`src/link_fifo_config.svh`:
```
// sizing macros for the link-to-fifo subsystem, included by the package and every module
`ifndef LINK_FIFO_CONFIG_SVH
`define LINK_FIFO_CONFIG_SVH

////////////////////////////////////////////////////////////////////////////
// packet field widths
////////////////////////////////////////////////////////////////////////////

// byte address carried by a mesh packet
`define LF_ADDR_W 16

// data width of one lane
`define LF_DATA_W 32

// mesh coordinate widths
`define LF_X_W 4
`define LF_Y_W 4

////////////////////////////////////////////////////////////////////////////
// topology
////////////////////////////////////////////////////////////////////////////

// lanes joined side by side into one output word
`define LF_LANES 2

// channels taking turns on the output port
`define LF_CHANNELS 2

// total mesh links, channel-major
`define LF_LINKS (`LF_LANES * `LF_CHANNELS)

// endpoint packet buffer, equal to the credits the sender starts with
`define LF_EP_DEPTH 4

`endif

```
`src/link_fifo_pkg.sv`:
```
// shared packet, link and output word types, imported by every module of the subsystem
`include "link_fifo_config.svh"

package link_fifo_pkg;

  // one lane of payload
  typedef logic [`LF_DATA_W-1:0] lane_word_t;

  // full output word, lane 0 sits in the low bits
  typedef lane_word_t [`LF_LANES-1:0] out_word_t;

  // packet opcode
  typedef enum logic {
    LINK_OP_WRITE = 1'b0,
    LINK_OP_READ  = 1'b1
  } link_op_e;

  // mesh packet as it arrives on a link
  typedef struct packed {
    link_op_e               op;
    logic [`LF_ADDR_W-1:0]  addr;
    lane_word_t             data;
    logic [`LF_X_W-1:0]     dst_x;
    logic [`LF_Y_W-1:0]     dst_y;
    logic [`LF_X_W-1:0]     src_x;
    logic [`LF_Y_W-1:0]     src_y;
  } link_packet_t;

  // mesh to endpoint
  typedef struct packed {
    logic         v;
    link_packet_t pkt;
  } link_fwd_t;

  // endpoint back to mesh, one pulse per freed buffer slot
  typedef struct packed {
    logic credit;
  } link_rev_t;

endpackage

```
`src/relay_fifo.sv`:
```
// two-entry valid/ready buffer that cuts the ready path, reused for lane and full words
`timescale 1ns/10ps

module relay_fifo #(
  parameter type payload_t = logic
) (
  input  logic     clk_i,
  input  logic     rst_i,
  input  logic     v_i,
  input  payload_t data_i,
  output logic     ready_o,
  output logic     v_o,
  output payload_t data_o,
  input  logic     ready_i
);

  payload_t   mem [2];
  logic       wr_ptr_q;
  logic       rd_ptr_q;
  logic [1:0] count_q;

  logic       push;
  logic       pop;

  // both flags come straight from the count register
  assign ready_o = (count_q != 2'd2);
  assign v_o     = (count_q != 2'd0);
  assign data_o  = mem[rd_ptr_q];

  assign push = v_i & ready_o;
  assign pop  = v_o & ready_i;

  always_ff @(posedge clk_i) begin
    if (push) begin
      mem[wr_ptr_q] <= data_i;
    end
  end

  always_ff @(posedge clk_i) begin
    if (rst_i) begin
      wr_ptr_q <= 1'b0;
      rd_ptr_q <= 1'b0;
      count_q  <= 2'd0;
    end else begin
      if (push) begin
        wr_ptr_q <= ~wr_ptr_q;
      end
      if (pop) begin
        rd_ptr_q <= ~rd_ptr_q;
      end
      // push and pop together leave the count alone
      case ({push, pop})
        2'b10:   count_q <= count_q + 2'd1;
        2'b01:   count_q <= count_q - 2'd1;
        default: count_q <= count_q;
      endcase
    end
  end

endmodule

```
`src/rr_arbiter.sv`:
```
// strict round-robin n-to-1 selector, pointer moves past the winner on each yumi
`timescale 1ns/10ps

module rr_arbiter #(
  parameter int  NUM_IN    = 2,
  parameter type payload_t = logic
) (
  input  logic                       clk_i,
  input  logic                       rst_i,
  input  logic [NUM_IN-1:0]          v_i,
  input  payload_t [NUM_IN-1:0]      data_i,
  output logic [NUM_IN-1:0]          yumi_o,
  output logic                       v_o,
  output payload_t                   data_o,
  input  logic                       yumi_i
);

  localparam int PTR_W = (NUM_IN > 1) ? $clog2(NUM_IN) : 1;

  logic [PTR_W-1:0]  ptr_q;
  logic [PTR_W-1:0]  win_idx;
  logic [NUM_IN-1:0] grant;
  logic              found;

  ////////////////////////////////////////////////////////////////////////////
  // grant search
  ////////////////////////////////////////////////////////////////////////////

  // first valid input at or after the pointer
  always_comb begin
    int cand;
    grant   = '0;
    win_idx = ptr_q;
    found   = 1'b0;
    cand    = 0;
    for (int k = 0; k < NUM_IN; k++) begin
      cand = int'(ptr_q) + k;
      if (cand >= NUM_IN) begin
        cand = cand - NUM_IN;
      end
      if (!found && v_i[cand]) begin
        found   = 1'b1;
        win_idx = PTR_W'(cand);
      end
    end
    grant[win_idx] = found;
  end

  assign v_o    = found;
  assign data_o = data_i[win_idx];
  assign yumi_o = grant & {NUM_IN{yumi_i}};

  ////////////////////////////////////////////////////////////////////////////
  // pointer
  ////////////////////////////////////////////////////////////////////////////

  always_ff @(posedge clk_i) begin
    if (rst_i) begin
      ptr_q <= '0;
    end else if (yumi_i) begin
      // winner drops to lowest priority
      if (win_idx == PTR_W'(NUM_IN - 1)) begin
        ptr_q <= '0;
      end else begin
        ptr_q <= win_idx + 1'b1;
      end
    end
  end

endmodule

```
`src/lane_merger.sv`:
```
// joins the lanes of one channel into a full output word, moving all lanes in one cycle
`timescale 1ns/10ps
`include "link_fifo_config.svh"

module lane_merger
  import link_fifo_pkg::*;
(
  input  logic [`LF_LANES-1:0]       v_i,
  input  lane_word_t [`LF_LANES-1:0] data_i,
  output logic [`LF_LANES-1:0]       ready_o,
  output logic                       v_o,
  input  logic                       ready_i,
  output out_word_t                  data_o
);

  logic fire;

  ////////////////////////////////////////////////////////////////////////////
  // alignment
  ////////////////////////////////////////////////////////////////////////////

  // word exists only once every lane holds its part
  assign v_o = &v_i;

  // shared acknowledge keeps the lanes in step
  assign fire = v_o & ready_i;

  assign ready_o = {`LF_LANES{fire}};

  ////////////////////////////////////////////////////////////////////////////
  // data packing
  ////////////////////////////////////////////////////////////////////////////

  // lane j lands in slice j, lane 0 lowest
  for (genvar j = 0; j < `LF_LANES; j++) begin : g_lane
    assign data_o[j] = data_i[j];
  end

endmodule

```
`src/link_endpoint.sv`:
```
// mesh link receiver, buffers packets, filters on opcode and destination, returns credits
`timescale 1ns/10ps
`include "link_fifo_config.svh"

module link_endpoint
  import link_fifo_pkg::*;
(
  input  logic               clk_i,
  input  logic               rst_i,
  input  link_fwd_t          link_i,
  output link_rev_t          link_o,
  input  logic [`LF_X_W-1:0] my_x_i,
  input  logic [`LF_Y_W-1:0] my_y_i,
  output logic               v_o,
  output lane_word_t         data_o,
  input  logic               ready_i,
  output logic               drop_o
);

  localparam int PTR_W = $clog2(`LF_EP_DEPTH);
  localparam int CNT_W = $clog2(`LF_EP_DEPTH + 1);

  link_packet_t         buf_mem [`LF_EP_DEPTH];
  logic [PTR_W-1:0]     wr_ptr_q;
  logic [PTR_W-1:0]     rd_ptr_q;
  logic [CNT_W-1:0]     count_q;
  logic                 drop_q;

  link_packet_t         head;
  logic                 not_empty;
  logic                 head_ok;
  logic                 drop_pop;
  logic                 pop;

  // packet buffer, sender credits keep it from overflowing
  always_ff @(posedge clk_i) begin
    if (link_i.v) begin
      buf_mem[wr_ptr_q] <= link_i.pkt;
    end
  end

  assign head      = buf_mem[rd_ptr_q];
  assign not_empty = (count_q != '0);

  // only writes aimed at this tile go on
  assign head_ok = (head.op == LINK_OP_WRITE) &&
                   (head.dst_x == my_x_i) && (head.dst_y == my_y_i);

  assign v_o      = not_empty & head_ok;
  assign data_o   = head.data;
  assign drop_pop = not_empty & ~head_ok;
  assign pop      = drop_pop | (v_o & ready_i);

  // a slot freed either way gives back one credit
  assign link_o.credit = pop;
  assign drop_o        = drop_q;

  always_ff @(posedge clk_i) begin
    if (rst_i) begin
      wr_ptr_q <= '0;
      rd_ptr_q <= '0;
      count_q  <= '0;
      drop_q   <= 1'b0;
    end else begin
      if (link_i.v) begin
        wr_ptr_q <= (wr_ptr_q == PTR_W'(`LF_EP_DEPTH - 1)) ? '0 : wr_ptr_q + 1'b1;
      end
      if (pop) begin
        rd_ptr_q <= (rd_ptr_q == PTR_W'(`LF_EP_DEPTH - 1)) ? '0 : rd_ptr_q + 1'b1;
      end
      count_q <= count_q + CNT_W'(link_i.v) - CNT_W'(pop);
      // sticky until reset
      if (drop_pop) begin
        drop_q <= 1'b1;
      end
    end
  end

endmodule

```
`src/link_to_fifo.sv`:
```
// top level, merges mesh write traffic from all links into one wide valid/ready stream
`timescale 1ns/10ps
`include "link_fifo_config.svh"

module link_to_fifo
  import link_fifo_pkg::*;
(
  input  logic                                clk_i,
  input  logic                                rst_i,
  input  link_fwd_t [`LF_LINKS-1:0]           link_i,
  output link_rev_t [`LF_LINKS-1:0]           link_o,
  input  logic [`LF_LINKS-1:0][`LF_X_W-1:0]   my_x_i,
  input  logic [`LF_LINKS-1:0][`LF_Y_W-1:0]   my_y_i,
  output logic                                v_o,
  output out_word_t                           data_o,
  input  logic                                ready_i,
  output logic                                drop_o
);

  // endpoint outputs
  logic [`LF_LINKS-1:0]          ep_v;
  logic [`LF_LINKS-1:0]          ep_ready;
  lane_word_t [`LF_LINKS-1:0]    ep_data;
  logic [`LF_LINKS-1:0]          ep_drop;

  // lane relay outputs
  logic [`LF_LINKS-1:0]          lane_v;
  logic [`LF_LINKS-1:0]          lane_ready;
  lane_word_t [`LF_LINKS-1:0]    lane_data;

  // merged words and their buffers
  logic [`LF_CHANNELS-1:0]       merged_v;
  logic [`LF_CHANNELS-1:0]       merged_ready;
  out_word_t [`LF_CHANNELS-1:0]  merged_data;
  logic [`LF_CHANNELS-1:0]       chan_v;
  logic [`LF_CHANNELS-1:0]       chan_yumi;
  out_word_t [`LF_CHANNELS-1:0]  chan_data;

  // arbiter to output relay
  logic                          rr_v;
  out_word_t                     rr_data;
  logic                          rr_ready;
  logic                          rr_yumi;

  ////////////////////////////////////////////////////////////////////////////
  // per link: endpoint and lane relay
  ////////////////////////////////////////////////////////////////////////////

  for (genvar i = 0; i < `LF_LINKS; i++) begin : g_link
    link_endpoint ep_inst (
      .clk_i   (clk_i),
      .rst_i   (rst_i),
      .link_i  (link_i[i]),
      .link_o  (link_o[i]),
      .my_x_i  (my_x_i[i]),
      .my_y_i  (my_y_i[i]),
      .v_o     (ep_v[i]),
      .data_o  (ep_data[i]),
      .ready_i (ep_ready[i]),
      .drop_o  (ep_drop[i])
    );

    relay_fifo #(.payload_t(lane_word_t)) lane_relay_inst (
      .clk_i   (clk_i),
      .rst_i   (rst_i),
      .v_i     (ep_v[i]),
      .data_i  (ep_data[i]),
      .ready_o (ep_ready[i]),
      .v_o     (lane_v[i]),
      .data_o  (lane_data[i]),
      .ready_i (lane_ready[i])
    );
  end

  assign drop_o = |ep_drop;

  ////////////////////////////////////////////////////////////////////////////
  // per channel: merge lanes, then buffer the wide word
  ////////////////////////////////////////////////////////////////////////////

  // link index is channel * lanes + lane
  for (genvar c = 0; c < `LF_CHANNELS; c++) begin : g_chan
    lane_merger merger_inst (
      .v_i     (lane_v[c*`LF_LANES +: `LF_LANES]),
      .data_i  (lane_data[c*`LF_LANES +: `LF_LANES]),
      .ready_o (lane_ready[c*`LF_LANES +: `LF_LANES]),
      .v_o     (merged_v[c]),
      .ready_i (merged_ready[c]),
      .data_o  (merged_data[c])
    );

    relay_fifo #(.payload_t(out_word_t)) chan_relay_inst (
      .clk_i   (clk_i),
      .rst_i   (rst_i),
      .v_i     (merged_v[c]),
      .data_i  (merged_data[c]),
      .ready_o (merged_ready[c]),
      .v_o     (chan_v[c]),
      .data_o  (chan_data[c]),
      .ready_i (chan_yumi[c])
    );
  end

  ////////////////////////////////////////////////////////////////////////////
  // channel arbitration and output buffer
  ////////////////////////////////////////////////////////////////////////////

  rr_arbiter #(
    .NUM_IN    (`LF_CHANNELS),
    .payload_t (out_word_t)
  ) rr_inst (
    .clk_i  (clk_i),
    .rst_i  (rst_i),
    .v_i    (chan_v),
    .data_i (chan_data),
    .yumi_o (chan_yumi),
    .v_o    (rr_v),
    .data_o (rr_data),
    .yumi_i (rr_yumi)
  );

  assign rr_yumi = rr_v & rr_ready;

  relay_fifo #(.payload_t(out_word_t)) out_relay_inst (
    .clk_i   (clk_i),
    .rst_i   (rst_i),
    .v_i     (rr_v),
    .data_i  (rr_data),
    .ready_o (rr_ready),
    .v_o     (v_o),
    .data_o  (data_o),
    .ready_i (ready_i)
  );

endmodule

```
`config.mk`:
```
export PLATFORM = sky130hd
export DESIGN_NAME = link_to_fifo
export DESIGN_NICKNAME = d
export VERILOG_FILES = /design/src/link_fifo_pkg.sv /design/src/relay_fifo.sv /design/src/rr_arbiter.sv /design/src/lane_merger.sv /design/src/link_endpoint.sv /design/src/link_to_fifo.sv
export VERILOG_INCLUDE_DIRS = /design/src /design/src/src
export SDC_FILE = /design/constraint.sdc
export NUM_CORES = 1
export LEC_CHECK = 0
export BUFFER_PORTS_ARGS = -buffer_cell sky130_fd_sc_hd__buf_2
export CORE_ASPECT_RATIO = 1.2
export CORE_MARGIN = 2
export CORE_UTILIZATION = 54
export CTS_CLUSTER_DIAMETER = 60
export CTS_CLUSTER_SIZE = 20
export DETAILED_ROUTE_END_ITERATION = 16
export PLACE_DENSITY = 0.74
export SYNTH_ARGS = -nofsm -noshare
export SYNTH_HDL_FRONTEND = slang
export SYNTH_SLANG_ARGS = --single-unit
```
`constraint.sdc`:
```
create_clock -name clk_i -period 4.1 [get_ports clk_i]
set_clock_uncertainty 0.2 [all_clocks]
set_input_delay 0.82 -clock clk_i [delete_from_list [all_inputs] [get_ports clk_i]]
set_output_delay 0.82 -clock clk_i [all_outputs]
set_load 0.005 [all_outputs]
```
==> flow_summary.json, run 1 <==
{
  "fmax_ghz": 0.260,
  "critPathMaxFanout": 36,
  "holdBufCountCts": 0,
  "cts_buffers": 83,
  "critPathKind": "reg -> out",
  "tns_ns": 0,
  "path_buf_inv": 2,
  "outcome": "finished clean",
  "port_buffers": 272,
  "hold_violations": 0,
  "clk_latency_ns": 0.65,
  "synth_fa_ha_area_share_pct": 1.01,
  "start_kind": "flip-flop",
  "synth_compound_area_share_pct": 2.21,
  "clk_pin_slew_ns": 0.08,
  "reg2reg_to": "g_link[1].ep_inst.count_q[2]",
  "synthDistinctLibCells": 45,
  "grt_max_degree": 103,
  "leakagePower_nw": 18.1,
  "synth.largest_area_cell": "edfxtp_1",
  "synth_xor_area_share_pct": 1.47,
  "synth.area.top_cells": "edfxtp_1, mux4_2, mux2_2",
  "period_share_pct": 93.8,
  "r2r_slack_ns": 0.47,
  "synthToLayoutAreaGrowth_pct": 10.7,
  "syn_avg_cell_area_um2": 20.5,
  "die_area_mm2": 0.0973,
  "fin_crit_ns": 3.84,
  "slew_headroom_pct": 13.6,
  "antenna_found_initial": 42,
  "first_iter_violations": 1770,
  "worst_slew_pin_slew_ns": 1.30,
  "num_rows": 123,
  "io_pins": 369,
  "slowest_stage": "buf_4",
  "synth_ff_type": "edfxtp_1",
  "h-tree-depth": 3,
  "final_layout_size_suffix_gt1_share_pct": 28.7,
  "synth_top_family_by_area": "multiplexers",
  "fin_util_pct": 60.4,
  "grt_use_total_pct": 19.8,
  "vias": 23200,
  "postRouteAntennaNets": 0,
  "cts_tree": "done",
  "power.density_mw_per_mm2": 541,
  "synth_edf_count": 1296,
  "cp_top_family": "buffers and inverters",
  "finalMaxSlewViolations": 0,
  "worst-path-stages": 5,
  "worst_setup_path_end_kind": "output port",
  "finalWirelength_um": 96900,
  "setup_violations": 0,
  "crit_chain": "buf_4, a32oi_1, nor3_1, a21oi_1, buf_2",
  "cts.sinks": 1372,
  "grt_overflow": 0,
  "crit_end": "link_o[1]",
  "synthCells": 2496,
  "gp_congestion": 0.778,
  "maxCapViolations": 0,
  "syn-cell-area_mm2": 0.0512,
  "synthArstFlopShare_pct": 0,
  "hold_path_class": "in -> reg",
  "grt_pass1_wl_um": 145000,
  "clockBufferDepth": 3,
  "floorplan.initialDensity_pct": 54.5,
  "ir_worst_vdd_uv": 397,
  "wl_per_cell_um": 23.7,
  "synth_top_area_share_pct": 76.0,
  "vias_per_cell": 5.66,
  "yosys.area_share.simple_pct": 2.43,
  "die_y_um": 341,
  "root_buffer": "clkbuf_16",
  "reg2reg_depth": 12,
  "fillers": 6604,
  "dpl.hpwl_um": 61300,
  "ys_seq_area_share_pct": 79.0,
  "synth_seq_cells": 1372,
  "fp.coreArea_mm2": 0.0939,
  "drc": 0,
  "die_w_um": 285,
  "required_ns": 3.08,
  "critPathMaxStageDelay_ns": 0.60,
  "grt_pass1_vias": 23900,
  "fin_nets": 3123,
  "muxShareOfSynthArea_pct": 12.8,
  "cp.arrival_ns": 2.82,
  "firstDrtPassIters": 5,
  "yosys_warnings": 0,
  "rsz0062_at_grt": "false",
  "syn_nets": 2834
}
-- worst register-to-register path, cell delays in order, from the launching register on --
cell	delay, ns
dfxtp_2	0.46
buf_4	0.60
a32oi_1	0.22
nor3_1	0.44
a21oi_1	0.25
ha_1	0.32
inv_1	0.05
ha_1	0.13
inv_1	0.06
fa_1	0.40
xor2_1	0.17
xnor2_1	0.15
nor2_1	0.06
-- layout make-up --
| class | instances | area [um2] | share of cell area, % |
|---|---|---|---|
| flip-flops and latches | 1372 | 40500 | 71.4 |
| multi-input cells | 984 | 10300 | 18.1 |
| clock buffers | 117 | 2300 | 4.06 |
| repair buffers | 313 | 1740 | 3.08 |
| well taps | 1250 | 1560 | 2.76 |
| clock inverters | 17 | 199 | 0.351 |
| inverters | 31 | 116 | 0.205 |
| diodes | 10 | 25.0 | 0.0442 |
-- through the flow --
| stage | cell area [um2] | total power [mW] | setup WS (ns) | instances | hold WS, ns |
|---|---|---|---|---|---|
| final | 56700 | 30.7 | 0.256 | 4094 | 0.175 |
| after global routing | 56700 | 31.9 | 0.0447 | 4092 | 0.150 |
| after CTS | 56600 | 31.0 | 0.0992 | 4084 | 0.132 |
| after detailed placement | 54100 | 22.7 | 0.121 | 3950 | 0.269 |
| after global placement | 54100 | 22.5 | 0.0215 | 3950 | 0.272 |
| after floorplan | 51200 | 20.8 | -0.218 | 2496 | 0.250 |
-- cell usage after synthesis, types with 2 or more instances --
cell,n
a211oi_1,66
a21oi_1,87
a32oi_1,3
and2_1,20
and3_1,2
buf_1,36
buf_2,16
buf_4,4
buf_6,2
clkbuf_1,51
dfxtp_1,76
edfxtp_1,1296
fa_1,4
ha_1,35
inv_1,31
mux2_2,197
mux2i_1,108
mux4_2,143
nand2_1,5
nand2b_1,13
nand3_1,5
nand4_1,6
nand4b_1,2
nor2_1,69
nor2b_1,75
nor3_1,14
o21ai_0,8
o21ba_2,5
o22ai_1,3
or2_2,4
or3_1,10
or4_1,3
xnor2_1,48
xor2_1,38
-- kinds of logic after synthesis --
| group | count (synthesis) |
|---|---|
| muxes | 449 |
| buffers and inverters | 140 |
| adders and majority gates | 39 |
| AOI/OAI and AO/OA | 180 |
| and+or+nand+nor | 230 |
| DFF | 1372 |
| xor gates and xnor gates | 86 |
-- timing repair --
action                                  CTS  global route
buffers inserted                          0             0
endpoints found under the setup margin    1             1
resized for setup                         1             1
pin swaps                                 0             0
-- report_power, final --
group          switching [mW]  internal, mW
clock network            4.28          4.08
logic                    2.84          2.47
registers               0.472          16.5
-- routing by layer --
layer	GRT usage (%)	share of wire (%)	up-vias
li1	-	-	10500
met1	26.9	42	11900
met2	33.2	50	572
met3	4.19	6.0	167
met4	4.67	1.9	44
met5	0	0.27	-
-- cells in the final DEF (no fill, tap or decap), types with 38 or more instances in the layout --
cell type  netlist  layout
a211oi_1        66      66
a21oi_1         87      87
buf_2           16     272
clkbuf_16        0      87
dfxtp_1         76      65
edfxtp_1      1296    1296
mux2_2         197     197
mux2i_1        108     108
mux4_2         143     143
nor2_1          69      59
nor2b_1         75      75
xnor2_1         48      48
xor2_1          38      38
-- worst min-delay path by stage --
stage                                             to                          start  slack, ns  depth (start not counted)
finish               g_link[3].ep_inst.buf_mem[2][9]                    link_i[207]       0.17                          1
global route        g_link[1].ep_inst.buf_mem[1][14]                     link_i[80]       0.15                          1
CTS                 g_link[1].ep_inst.buf_mem[3][14]                     link_i[80]       0.13                          1
detailed placement          g_link[1].ep_inst.drop_o       g_link[1].ep_inst.drop_o       0.27                          1
global placement                           flip-flop  g_link[3].ep_inst.rd_ptr_q[1]       0.27                          2
floorplan                   g_link[3].ep_inst.drop_o       g_link[3].ep_inst.drop_o       0.25                          1
-- flip-flops by register name, indices dropped and copies added, names as in the netlist, 8 cells and up, named ones only --
signal / count
g_link.ep_inst.wr_ptr_q: 8
g_link.lane_relay_inst.count_q: 8
g_link.ep_inst.rd_ptr_q: 8
g_link.ep_inst.count_q: 12
out_relay_inst.mem: 128
g_link.ep_inst.buf_mem: 656
g_link.lane_relay_inst.mem: 256
g_chan.chan_relay_inst.mem: 256
No activity file was read; power rests on OpenSTA's default activity.
==> inputs of run 2 (changes only) <==
Settings changed: PLACE_DENSITY 0.74 to 0.75.
==> flow_summary.json, run 2 (synthesis gave the netlist of run 1 again) <==
{
  "fillers": 6569,
  "finalWirelength_um": 96700,
  "die_area_mm2": 0.0973,
  "dpl.hpwl_um": 62300,
  "drc": 0,
  "place_area_mm2": 0.0542,
  "fmax_ghz": 0.254,
  "dp.cells": 3953,
  "worst_setup_path_end_kind": "output port",
  "final_common_cell": "edfxtp_1",
  "largest_reg_flops": 656,
  "vias": 23100,
  "fin_cells": 4103,
  "clk_pin_slew_ns": 0.08,
  "start_kind": "flip-flop",
  "slew_headroom_pct": 22.6,
  "grt_pass1_vias": 24200,
  "h-tree-depth": 3,
  "num_rows": 123,
  "vias_per_cell": 5.62,
  "required_ns": 3.08,
  "outcome": "finished clean",
  "holdBufCountCts": 0,
  "fin_area_mm2": 0.0567,
  "gp_congestion": 0.766,
  "multi_input_area_mm2": 0.0103,
  "period_share_pct": 96.1,
  "rsz0062_at_grt": "false",
  "regMostFlops": "g_link.ep_inst.buf_mem",
  "port_buffers": 272,
  "cts_buffers": 82,
  "crit_end": "link_o[0]",
  "grt_use_total_pct": 19.9,
  "fp.coreArea_mm2": 0.0939,
  "worst_slew_pin_slew_ns": 1.16,
  "hold_violations": 0,
  "power.total_mw": 30.7,
  "final_layout_size_suffix_gt1_share_pct": 28.6,
  "reg_top3": "g_link.ep_inst.buf_mem x656, g_chan.chan_relay_inst.mem x256, g_link.lane_relay_inst.mem x256",
  "layout.cells.most_common_list": "edfxtp_1, buf_2, mux2_2",
  "fin_nets": 3125,
  "clockBufferDepth": 3,
  "die_y_um": 341,
  "wl_per_cell_um": 23.6,
  "cts.sinks": 1372,
  "firstDrtPassIters": 5,
  "grt_pass1_wl_um": 145000,
  "reg2reg_depth": 14,
  "cp.arrival_ns": 2.92,
  "postRouteAntennaNets": 0,
  "ff_latch_area_mm2": 0.0405,
  "critPathMaxFanout": 16,
  "finalMaxSlewViolations": 0,
  "grt_overflow": 0,
  "die_w_um": 285,
  "clk_latency_ns": 0.65,
  "maxCapViolations": 0,
  "cts_tree": "done",
  "setup_violations": 0,
  "synthToLayoutAreaGrowth_pct": 10.8,
  "worst_slack_ns": 0.161,
  "power.density_mw_per_mm2": 541,
  "first_iter_violations": 2126,
  "cts.repair.resized": 0,
  "reg2reg_to": "g_link[2].ep_inst.count_q[2]",
  "r2r_slack_ns": 0.45,
  "fin_crit_ns": 3.94,
  "grt_max_degree": 96,
  "ir_worst_vdd_uv": 491,
  "antenna_found_initial": 31,
  "floorplan.initialDensity_pct": 54.5,
  "leakagePower_nw": 18.1,
  "holdWs_ns": 0.179,
  "cts_setup_buffers": 0,
  "critPathKind": "reg -> out",
  "root_buffer": "clkbuf_16",
  "tns_ns": 0,
  "pre_cts_ws_ns": 0.0880,
  "io_pins": 369,
  "fin_util_pct": 60.4,
  "hold_path_class": "in -> reg"
}
-- run 2: changes by cell type in the layout (fill, tap and decap cells not counted), sizes merged --
cell      change
bufinv        +2
buf           +3
inv           +1
clkinv        -6
clkbuf        +4
diode         +2
clkinvlp      +3
-- run 2: per-layer routing --
layer | wire, um | GRT usage (%) | vias up | part of all wire (%)
met5 | 184 | 0 | - | 0.19
met3 | 5400 | 3.94 | 145 | 5.6
met2 | 48600 | 33.4 | 560 | 50
met4 | 2210 | 5.61 | 30 | 2.3
li1 | - | - | 10500 | -
met1 | 40300 | 26.6 | 11900 | 42
-- run 2: worst min-delay path by stage --
stage | start | end | slack (ns) | depth (start not counted)
after floorplan | g_link[3].ep_inst.drop_o | g_link[3].ep_inst.drop_o | 0.25 | 1
after global placement | g_link[3].ep_inst.drop_o | g_link[3].ep_inst.drop_o | 0.27 | 1
after detailed placement | g_link[3].ep_inst.drop_o | g_link[3].ep_inst.drop_o | 0.27 | 1
after CTS | link_i[220] | g_link[3].ep_inst.buf_mem[1][22] | 0.12 | 1
after global routing | link_i[130] | g_link[1].ep_inst.buf_mem[2][64] | 0.14 | 1
final | link_i[220] | g_link[3].ep_inst.buf_mem[1][22] | 0.18 | 1
-- run 2: layout make-up --
| class | instances | share of cell area (%) |
|---|---|---|
| flip-flops and latches | 1372 | 71.3 |
| multi-input cells | 984 | 18.1 |
| clock buffers | 121 | 3.99 |
| repair buffers | 316 | 3.19 |
| well taps | 1250 | 2.76 |
| clock inverters | 17 | 0.408 |
| inverters | 31 | 0.205 |
| diodes | 12 | 0.0529 |
-- run 2: power breakdown --
group	total [mW]	internal, mW	leakage, nW	switching [mW]
logic	5.29	2.48	4.50	2.82
clock network	8.38	4.12	1.19	4.26
registers	17.0	16.5	12.4	0.482
total	30.7	23.1	18.1	7.56
-- run 2: worst max-delay path: stages, from the launching register on --
cell and delay, ns:
dfxtp_2 0.58, mux2i_1 0.26, xnor2_1 0.08, or4_1 0.52
a221oi_1 0.45, nor2_1 0.11, buf_4 0.16, buf_2 0.13
